## config.mk

```make
export PLATFORM = sky130hd
export DESIGN_NAME = fpu_misc_top
export DESIGN_NICKNAME = d
export VERILOG_FILES = /design/src/fpu_misc_pkg.sv /design/src/fpu_decode_stage.sv /design/src/fpu_compare_unit.sv /design/src/fpu_sign_class_unit.sv /design/src/fpu_result_stage.sv /design/src/fpu_misc_top.sv
export VERILOG_INCLUDE_DIRS = /design/src
export SDC_FILE = /design/constraint.sdc
export NUM_CORES = 1
export LEC_CHECK = 0
export BUFFER_PORTS_ARGS = -buffer_cell sky130_fd_sc_hd__buf_4
export CORE_UTILIZATION = 47
export CTS_CLUSTER_DIAMETER = 30
export DETAILED_ROUTE_END_ITERATION = 8
export GPL_TIMING_DRIVEN = 0
export PLACE_DENSITY = 0.71
export SKIP_LAST_GASP = 1
export SLEW_MARGIN = 20
export SYNTH_ARGS = -nofsm -noshare
export SYNTH_HDL_FRONTEND = slang
export SYNTH_SLANG_ARGS = --single-unit
```

## constraint.sdc

```tcl
create_clock -name clk -period 7.01 [get_ports clk]
set_input_delay 1.402 -clock clk [delete_from_list [all_inputs] [get_ports clk]]
set_output_delay 1.402 -clock clk [all_outputs]
set_load 0.1 [all_outputs]
```

## src/fpu_misc_params.svh

```systemverilog
/*
 * width and constant macros for the double-precision FPU misc unit
 * operand, exponent, fraction and tag widths
 * canonical quiet NaN pattern returned by fmin/fmax
 */

`ifndef FPU_MISC_PARAMS_SVH
`define FPU_MISC_PARAMS_SVH

// operand layout (IEEE 754 binary64)
`define FPU_XLEN 64
`define FPU_EXP_W 11
`define FPU_MANT_W 52

// request tag carried through the pipeline
`define FPU_TAG_W 4

// sign clear, exponent all ones, quiet bit set
`define FPU_CANON_NAN 64'h7ff8_0000_0000_0000

`endif

```

## src/fpu_misc_pkg.sv

```systemverilog
/*
 * shared types for the FPU misc unit
 * operation enum, operand class, request, stage payload and response
 * plus the operand classify function used by the first stage
 */

`default_nettype none

`include "fpu_misc_params.svh"

package fpu_misc_pkg;

	typedef enum logic [3:0] {
		FSGNJ  = 4'd0,
		FSGNJN = 4'd1,
		FSGNJX = 4'd2,
		FCLASS = 4'd3,
		FEQ    = 4'd4,
		FLT    = 4'd5,
		FLE    = 4'd6,
		FMIN   = 4'd7,
		FMAX   = 4'd8
	} fpu_op_e;

	typedef struct packed {
		logic sign;
		logic is_zero;
		logic is_subnormal;
		logic is_inf;
		logic is_nan;
		logic is_snan;
	} fp_class_t;

	typedef struct packed {
		fpu_op_e                op;
		logic [`FPU_TAG_W-1:0] tag;
		logic [`FPU_XLEN-1:0]  opa;
		logic [`FPU_XLEN-1:0]  opb;
	} fpu_req_t;

	// request plus the decoded operand facts
	typedef struct packed {
		fpu_op_e                op;
		logic [`FPU_TAG_W-1:0] tag;
		logic [`FPU_XLEN-1:0]  opa;
		logic [`FPU_XLEN-1:0]  opb;
		fp_class_t              class_a;
		fp_class_t              class_b;
		logic                   mag_lt;
		logic                   mag_eq;
	} fpu_stage_t;

	typedef struct packed {
		logic [`FPU_TAG_W-1:0] tag;
		logic [`FPU_XLEN-1:0]  result;
		logic                   invalid;
	} fpu_resp_t;

	function automatic fp_class_t fp_classify(input logic [`FPU_XLEN-1:0] x);
		fp_class_t c;
		logic      exp_ones;
		logic      exp_zero;
		logic      frac_zero;
		exp_ones  = &x[`FPU_XLEN-2 -: `FPU_EXP_W];
		exp_zero  = ~|x[`FPU_XLEN-2 -: `FPU_EXP_W];
		frac_zero = ~|x[`FPU_MANT_W-1:0];
		c.sign         = x[`FPU_XLEN-1];
		c.is_zero      = exp_zero & frac_zero;
		c.is_subnormal = exp_zero & ~frac_zero;
		c.is_inf       = exp_ones & frac_zero;
		c.is_nan       = exp_ones & ~frac_zero;
		// signaling when the top fraction bit is clear
		c.is_snan      = c.is_nan & ~x[`FPU_MANT_W-1];
		return c;
	endfunction

endpackage

`default_nettype wire

```

## src/fpu_decode_stage.sv

```systemverilog
/*
 * first pipeline stage of the FPU misc unit
 * registers the request with both operand classes
 * and the unsigned magnitude compare of opa and opb
 */

`timescale 1ns/1ps
`default_nettype none

`include "fpu_misc_params.svh"

module fpu_decode_stage
	import fpu_misc_pkg::*;
(
	input  wire             clk,
	input  wire             rst,
	input  wire             req_valid,
	input  wire fpu_req_t   req,
	output logic            s1_valid,
	output fpu_stage_t      s1
);

	////////////////////////////////////////////////////////////////////////////
	// operand decode
	////////////////////////////////////////////////////////////////////////////

	// magnitudes are exponent and fraction without the sign bit
	logic [`FPU_XLEN-2:0] mag_a;
	logic [`FPU_XLEN-2:0] mag_b;
	fpu_stage_t           s1_next;

	assign mag_a = req.opa[`FPU_XLEN-2:0];
	assign mag_b = req.opb[`FPU_XLEN-2:0];

	always_comb
	begin
		s1_next.op      = req.op;
		s1_next.tag     = req.tag;
		s1_next.opa     = req.opa;
		s1_next.opb     = req.opb;
		s1_next.class_a = fp_classify(req.opa);
		s1_next.class_b = fp_classify(req.opb);
		// biased exponent sits above the fraction so integer order is float order
		s1_next.mag_lt  = (mag_a < mag_b);
		s1_next.mag_eq  = (mag_a == mag_b);
	end

	////////////////////////////////////////////////////////////////////////////
	// stage register
	////////////////////////////////////////////////////////////////////////////

	always_ff @(posedge clk)
	begin
		if (rst)
		begin
			s1_valid <= 1'b0;
		end
		else
		begin
			s1_valid <= req_valid;
		end
	end

	// payload only moves with a valid request
	always_ff @(posedge clk)
	begin
		if (req_valid)
		begin
			s1 <= s1_next;
		end
	end

	// a signaling NaN is always also flagged as a NaN
	a_snan_is_nan: assert property (
		@(posedge clk) disable iff (rst)
		s1_valid |-> ((!s1.class_a.is_snan || s1.class_a.is_nan) &&
			(!s1.class_b.is_snan || s1.class_b.is_nan))
	)
	else $error("decode stage: snan class without nan class");

endmodule

`default_nettype wire

```

## src/fpu_compare_unit.sv

```systemverilog
/*
 * combinational compare and min/max for the FPU misc unit
 * feq, flt, fle with 0/1 results and fmin, fmax with RISC-V NaN rules
 */

`timescale 1ns/1ps
`default_nettype none

`include "fpu_misc_params.svh"

module fpu_compare_unit
	import fpu_misc_pkg::*;
(
	input  wire fpu_stage_t        s1,
	output logic [`FPU_XLEN-1:0]   cmp_result,
	output logic                   cmp_invalid
);

	logic any_nan;
	logic any_snan;
	logic both_zero;
	logic lt_total;
	logic lt_val;
	logic eq_val;

	assign any_nan   = s1.class_a.is_nan | s1.class_b.is_nan;
	assign any_snan  = s1.class_a.is_snan | s1.class_b.is_snan;
	assign both_zero = s1.class_a.is_zero & s1.class_b.is_zero;

	////////////////////////////////////////////////////////////////////////////
	// signed ordering
	////////////////////////////////////////////////////////////////////////////

	// total order with -0 below +0, used directly by fmin/fmax
	always_comb
	begin
		if (s1.class_a.sign != s1.class_b.sign)
			lt_total = s1.class_a.sign;
		else if (!s1.class_a.sign)
			lt_total = s1.mag_lt;
		else
			lt_total = !s1.mag_lt && !s1.mag_eq;
	end

	// IEEE compare treats the two zeros as equal
	assign lt_val = lt_total & ~both_zero & ~any_nan;
	assign eq_val = ((s1.mag_eq & (s1.class_a.sign == s1.class_b.sign)) | both_zero) & ~any_nan;

	////////////////////////////////////////////////////////////////////////////
	// result select
	////////////////////////////////////////////////////////////////////////////

	always_comb
	begin
		cmp_result  = '0;
		cmp_invalid = 1'b0;
		case (s1.op)
			FEQ:
			begin
				cmp_result[0] = eq_val;
				// quiet compare only traps on signaling NaN
				cmp_invalid   = any_snan;
			end
			FLT:
			begin
				cmp_result[0] = lt_val;
				cmp_invalid   = any_nan;
			end
			FLE:
			begin
				cmp_result[0] = lt_val | eq_val;
				cmp_invalid   = any_nan;
			end
			FMIN, FMAX:
			begin
				if (s1.class_a.is_nan && s1.class_b.is_nan)
					cmp_result = `FPU_CANON_NAN;
				else if (s1.class_a.is_nan)
					cmp_result = s1.opb;
				else if (s1.class_b.is_nan)
					cmp_result = s1.opa;
				else if (lt_total ^ (s1.op == FMAX))
					cmp_result = s1.opa;
				else
					cmp_result = s1.opb;
				cmp_invalid = any_snan;
			end
			default:
			begin
				cmp_result  = '0;
				cmp_invalid = 1'b0;
			end
		endcase
	end

endmodule

`default_nettype wire

```

## src/fpu_sign_class_unit.sv

```systemverilog
/*
 * combinational sign injection and classify for the FPU misc unit
 * fsgnj, fsgnjn, fsgnjx and the ten-bit fclass mask
 */

`timescale 1ns/1ps
`default_nettype none

`include "fpu_misc_params.svh"

module fpu_sign_class_unit
	import fpu_misc_pkg::*;
(
	input  wire fpu_stage_t        s1,
	output logic [`FPU_XLEN-1:0]   sc_result
);

	logic [9:0] class_mask;
	logic       is_normal;

	////////////////////////////////////////////////////////////////////////////
	// classify mask of opa
	////////////////////////////////////////////////////////////////////////////

	always_comb
	begin
		is_normal = !s1.class_a.is_zero && !s1.class_a.is_subnormal &&
			!s1.class_a.is_inf && !s1.class_a.is_nan;
		class_mask[0] = s1.class_a.sign & s1.class_a.is_inf;
		class_mask[1] = s1.class_a.sign & is_normal;
		class_mask[2] = s1.class_a.sign & s1.class_a.is_subnormal;
		class_mask[3] = s1.class_a.sign & s1.class_a.is_zero;
		class_mask[4] = ~s1.class_a.sign & s1.class_a.is_zero;
		class_mask[5] = ~s1.class_a.sign & s1.class_a.is_subnormal;
		class_mask[6] = ~s1.class_a.sign & is_normal;
		class_mask[7] = ~s1.class_a.sign & s1.class_a.is_inf;
		// NaN bits ignore the sign
		class_mask[8] = s1.class_a.is_snan;
		class_mask[9] = s1.class_a.is_nan & ~s1.class_a.is_snan;
		if (s1.op == FCLASS)
		begin
			a_class_onehot: assert ($onehot(class_mask))
			else $error("classify mask not one-hot: %b", class_mask);
		end
	end

	////////////////////////////////////////////////////////////////////////////
	// result select
	////////////////////////////////////////////////////////////////////////////

	// sign injection keeps opa's magnitude, NaN payload included
	always_comb
	begin
		case (s1.op)
			FSGNJ:
				sc_result = {s1.opb[`FPU_XLEN-1], s1.opa[`FPU_XLEN-2:0]};
			FSGNJN:
				sc_result = {~s1.opb[`FPU_XLEN-1], s1.opa[`FPU_XLEN-2:0]};
			FSGNJX:
				sc_result = {s1.opa[`FPU_XLEN-1] ^ s1.opb[`FPU_XLEN-1],
					s1.opa[`FPU_XLEN-2:0]};
			FCLASS:
				sc_result = {{(`FPU_XLEN-10){1'b0}}, class_mask};
			default:
				sc_result = '0;
		endcase
	end

endmodule

`default_nettype wire

```

## src/fpu_result_stage.sv

```systemverilog
/*
 * second pipeline stage of the FPU misc unit
 * picks the compare or sign/class result and registers the response
 */

`timescale 1ns/1ps
`default_nettype none

`include "fpu_misc_params.svh"

module fpu_result_stage
	import fpu_misc_pkg::*;
(
	input  wire                       clk,
	input  wire                       rst,
	input  wire                       s1_valid,
	input  wire fpu_stage_t           s1,
	input  wire [`FPU_XLEN-1:0]       cmp_result,
	input  wire                       cmp_invalid,
	input  wire [`FPU_XLEN-1:0]       sc_result,
	output logic                      resp_valid,
	output fpu_resp_t                 resp
);

	logic      is_cmp_op;
	fpu_resp_t resp_next;

	////////////////////////////////////////////////////////////////////////////
	// result mux
	////////////////////////////////////////////////////////////////////////////

	// compare group owns the invalid flag
	assign is_cmp_op = (s1.op == FEQ) || (s1.op == FLT) || (s1.op == FLE) ||
		(s1.op == FMIN) || (s1.op == FMAX);

	always_comb
	begin
		resp_next.tag = s1.tag;
		if (is_cmp_op)
		begin
			resp_next.result  = cmp_result;
			resp_next.invalid = cmp_invalid;
		end
		else
		begin
			// sign injection and classify never raise a flag
			resp_next.result  = sc_result;
			resp_next.invalid = 1'b0;
		end
	end

	////////////////////////////////////////////////////////////////////////////
	// response register
	////////////////////////////////////////////////////////////////////////////

	always_ff @(posedge clk)
	begin
		if (rst)
		begin
			resp_valid <= 1'b0;
			resp       <= '0;
		end
		else
		begin
			resp_valid <= s1_valid;
			if (s1_valid)
				resp <= resp_next;
		end
	end

	a_resp_valid_known: assert property (
		@(posedge clk) disable iff (rst) !$isunknown(resp_valid)
	)
	else $error("resp_valid unknown after reset");

endmodule

`default_nettype wire

```

## src/fpu_misc_top.sv

```systemverilog
/*
 * top level of the FPU misc unit
 * two-stage pipeline with compare and sign/class units between stages
 */

`timescale 1ns/1ps
`default_nettype none

`include "fpu_misc_params.svh"

module fpu_misc_top
	import fpu_misc_pkg::*;
(
	input  wire           clk,
	input  wire           rst,
	input  wire           req_valid,
	input  wire fpu_req_t req,
	output logic          resp_valid,
	output fpu_resp_t     resp
);

	logic                 s1_valid;
	fpu_stage_t           s1;
	logic [`FPU_XLEN-1:0] cmp_result;
	logic                 cmp_invalid;
	logic [`FPU_XLEN-1:0] sc_result;

	fpu_decode_stage u_decode (
		.clk       (clk),
		.rst       (rst),
		.req_valid (req_valid),
		.req       (req),
		.s1_valid  (s1_valid),
		.s1        (s1)
	);

	// both units work on the stage one payload in parallel
	fpu_compare_unit u_compare (
		.s1          (s1),
		.cmp_result  (cmp_result),
		.cmp_invalid (cmp_invalid)
	);

	fpu_sign_class_unit u_sign_class (
		.s1        (s1),
		.sc_result (sc_result)
	);

	fpu_result_stage u_result (
		.clk         (clk),
		.rst         (rst),
		.s1_valid    (s1_valid),
		.s1          (s1),
		.cmp_result  (cmp_result),
		.cmp_invalid (cmp_invalid),
		.sc_result   (sc_result),
		.resp_valid  (resp_valid),
		.resp        (resp)
	);

endmodule

`default_nettype wire

```

* Yosys cells after proc, flatten, opt, wreduce, memory -nomap -nowiden
Cells that the tools add are included.
** Cells by class
- Equality and inequality tests :: 11
- Reduce and logical (&&, ||, !) cells :: 29
- Bitwise gates (word level) :: 35
- Mux-type cells :: 11
- $lt $le $gt $ge :: 1
** Operator list (number)
- $mux 64 :: 4
- $pmux 64 s4 :: 1
- $reduce_or 52->1 :: 2
- $mux 65 :: 1
- $eq 63x63->1 :: 1
- $lt 63x63->1 :: 1
- $mux 63 :: 1
- $and 1x1->1 :: 22
- $reduce_and 11->1 :: 2
- $reduce_or 11->1 :: 2
- $eq 4x3->1 const B :: 4
- $logic_not 1->1 :: 10
- $eq 4x2->1 const B :: 2
- $not 1->1 :: 7
- $logic_and 1x1->1 :: 5
- $eq 4x1->1 const B :: 1
- $eq 4x4->1 const B :: 1
- $logic_not 4->1 :: 1
- $logic_or 1x1->1 :: 4
- $or 1x1->1 :: 4
- $pmux 1 s4 :: 1
- $reduce_or 2->1 :: 2
- $reduce_or 3->1 :: 1
- $mux 1 :: 2
- 4 further kinds :: 5
** Word-level totals
- Bits of input ports :: 139
- Bits in registers :: 219
- Logic and storage cells :: 108
- Output and inout bits :: 70

* Depth between registers and ports, before layout
- Word-level depth :: 11
- Mapped depth :: 9

* Hierarchy
Synthesis repeated with hierarchy kept, for this count alone.
** Second synthesis, totals
- Cell total of the unflattened synthesis :: 1063
- Area total of the unflattened synthesis :: 11270.8 µm²
** By module, submodules not included
- fpu_decode_stage :: cells each 444, instances 1, area each 6468.7 µm²
- fpu_result_stage :: cells each 393, instances 1, area each 3261.9 µm²
- fpu_compare_unit :: cells each 124, instances 1, area each 933.4 µm²
- fpu_sign_class_unit :: cells each 102, instances 1, area each 606.8 µm²

* Worst setup path after synthesis
No wires, ideal clock.
- Path type :: input -> register
- Start point :: in req[60] (netlist name)
- End point :: reg u_decode.s1[1] (netlist name)
- Required time :: 6754 ps
- Data arrival time :: 2720 ps
- Library setup time :: 256 ps
- Buffers on the path :: 0
- Path slack :: 4034 ps
- Cell stages on the path :: 8
- Path through :: inv_1 -> ha_1 -> nand4_1 -> nor4_1 -> nand3_1 -> nor2_1 -> o211ai_1 -> and4b_1
** RTL lines
- start: declaration :: line fpu_misc_top.sv:17 : input wire fpu_req_t req,

==> metrics <==
actual slew at the worst max-slew pin=between 0.7 and 0.8 ns; core area=~20000 µm²; Clock Path Buffers=3; CP Data Required Time=~7.3 ns; hold path start=u_decode.s1[108]; drt via density=5.49; Initial Utilization=48.6%; Ant. Diodes=0; clock tree root buffer cell=clkbuf_16; CTS H-tree depth=2; placer congestion estimate=roughly 0.90; cells on worst reg2reg path=8; Post-CTS Setup Bufs=0; Critical Path Sink Type=register; placed inst area=11500 µm²; grt ovf=0; First DRT Iteration DRCs=about 480; # DRC=0; vias in the first global route=7199; FF-to-FF Start=u_decode.s1[146]; post-synth top area cell=edfxtp_1; Max VDD drop=0.000156 V; RR Endpoint=u_result.resp[3]; Final Net Count=roughly 1200; die area=20900 µm²; sequential element share of the synthesized area=between 60 and 70%; Gate Count Post-Synth=796; PostCTS Resize Cnt=0; CTS buffer count=40; Commonest cells post-synth=edfxtp_1, dfxtp_1, inv_1; max_cap viols=0; vias=7364; dpl hpwl=18600 µm; Final Hold Viols=0; synthesized flop and latch total=217; met1 GRT Util=a little under a third; Total GRT Usage=24.8%; Synth Warn #=0; FFs w/ async S/R, synth=0%; worst hold-check path type=register to register; drt total wl=25500 µm; post-synth design cell area=9580 µm²; die width=145 µm; layout overhead on the synthesized area=34.4%; setup TNS=0 ns; Hold Crit Endpoint=u_result.resp[31]; CTS Hold Bufs=0; Clk pin slew, worst setup/hold paths=0.05 ns; share of layout cells above drive strength 1=27.0%; critical path type=input pin to register; cell area after layout=approximately 13000 µm²; RSZ-0062 raised after global routing=false; Setup Skew=approximately 0.019 ns; Leak Pwr=5.42 nW; WL per Instance=19.0 µm; number of enable flip-flop cells after synthesis=146; first-pass GRT wire length=38700 µm; Area contributors post-synth=edfxtp_1, dfxtp_1, ha_1; Die Ht=145 µm; initial antenna violation count=0; Synth top area share=a little under half; routing usage on met3=5.79%; Worst-Skew Late Latency=approximately 0.51 ns; status=complete, no violations; CTS sink cnt=217; DR pass1 iterations=7; Final Setup Violations=0; GR met2 Demand/Resource=40.7%; Synth Flop Type=edfxtp_1; Avg Cell Area, Syn=12.0 µm²; Final Max Tran Viols=0; CTS tree=built; post-route minimum period=3.23 ns; Layout Utilization=65.3%; max frequency=310 MHz; Setup crit start kind=input pin; WP data arrival=between 3 and 4 ns; row cnt=51; IO buf count=207; WHS Path Cells=1; pwr/cell area=299 nW/µm²; busiest layer in global routing=met2; I/O pin count=209; CP Max Fanout=4; syn nets=998; most common cell in the netlist=edfxtp_1; post-synth cell types=51; Max transition margin=between 40 and 50%; Final ANT Viol Nets=0; r2r setup slk=4.29 ns; Tcrit/Tclk final=46.0%; pin count of the biggest net entering global routing=102
## sequential cells by signal, summed over array words and instances, names as in the netlist
signal	flops
u_result.resp	69
u_result.resp_valid	1
u_decode.s1_valid	1
u_decode.s1	146
## logic make-up after synthesis
group / count (synthesis) / share of synthesized area (%)
simple gates: 252 / 13.7
flops: 217 / 60.6
mux: 15 / 1.70
buf+inv: 96 / 4.25
compound gates: 150 / 11.3
xor+xnor: 3 / 0.274
fa+ha+maj: 63 / 8.23
## cells in the final DEF, fill, tap and decap left out, types with 4 or more instances in the layout
master	n
a211oi_1	10
a21o_1	5
a21oi_1	40
a221o_1	41
and2_1	44
buf_4	208
buf_6	5
bufinv_16	4
clkbuf_1	24
clkbuf_16	42
clkbuf_8	4
clkinv_2	5
clkinv_4	4
clkinvlp_4	5
dfxtp_1	71
edfxtp_1	146
ha_1	63
inv_1	67
inv_6	4
mux2_1	7
mux2i_1	5
nand2_1	52
nand3_1	14
nand4_1	18
nor2_1	49
nor2b_1	5
nor3_1	17
nor4_1	37
o211ai_1	13
o21ai_0	26
## critical path: stages
cell,delay [ns]
buf_4,0.11
inv_1,0.05
ha_1,0.29
nand4_1,0.18
nor4_1,0.53
nand3_1,0.21
nor2_1,0.30
o211ai_1,0.17
and4b_1,0.23
## report_power, final
| part | internal, mW | total (mW) | switching, mW |
|---|---|---|---|
| combinational | 0.145 | 0.423 | 0.278 |
| sequential | 1.46 | 1.49 | 0.0337 |
| clock | 1.29 | 1.93 | 0.641 |
## cell type report
cell class	count	area, µm²
Clock buffer	49	1120
Timing Repair Buffer	208	1590
Fill cell	1514	6850
Clock inverter	23	256
Inverter	67	251
Sequential cell	217	5810
Buffer	29	155
Multi-Input combinational cell	483	3360
Tap cell	265	332
## worst max-delay path by stage
stage,start,to,slack (ns),cells past startpoint
floorplan,req[60],u_decode.s1[1],4.03,8
global placement,req[36],u_decode.s1[2],3.31,6
detailed placement,req[36],u_decode.s1[2],3.29,6
CTS,req[36],u_decode.s1[2],3.82,6
global route,req[60],u_decode.s1[1],3.67,9
finish,req[60],u_decode.s1[1],3.78,9
## layer usage
layer  up-vias  part of all wire (%)
met1      3458                    42
met3        61                   8.1
li1       3513                     -
met4         0                   2.7
met2       332                    47
met5         -                     0
## stage by stage
stage               setup WS [ns]  hold slack [ns]  cells  power, mW
floorplan                    4.03            0.445    796       1.75
global placement             3.31            0.449   1268       1.93
detailed placement           3.29            0.455   1269       1.94
CTS                          3.82            0.465   1341       3.87
global route                 3.67            0.477   1341       3.97
finish                       3.78            0.461   1341       3.84
Note: power is estimated with default switching activity, not from simulation.
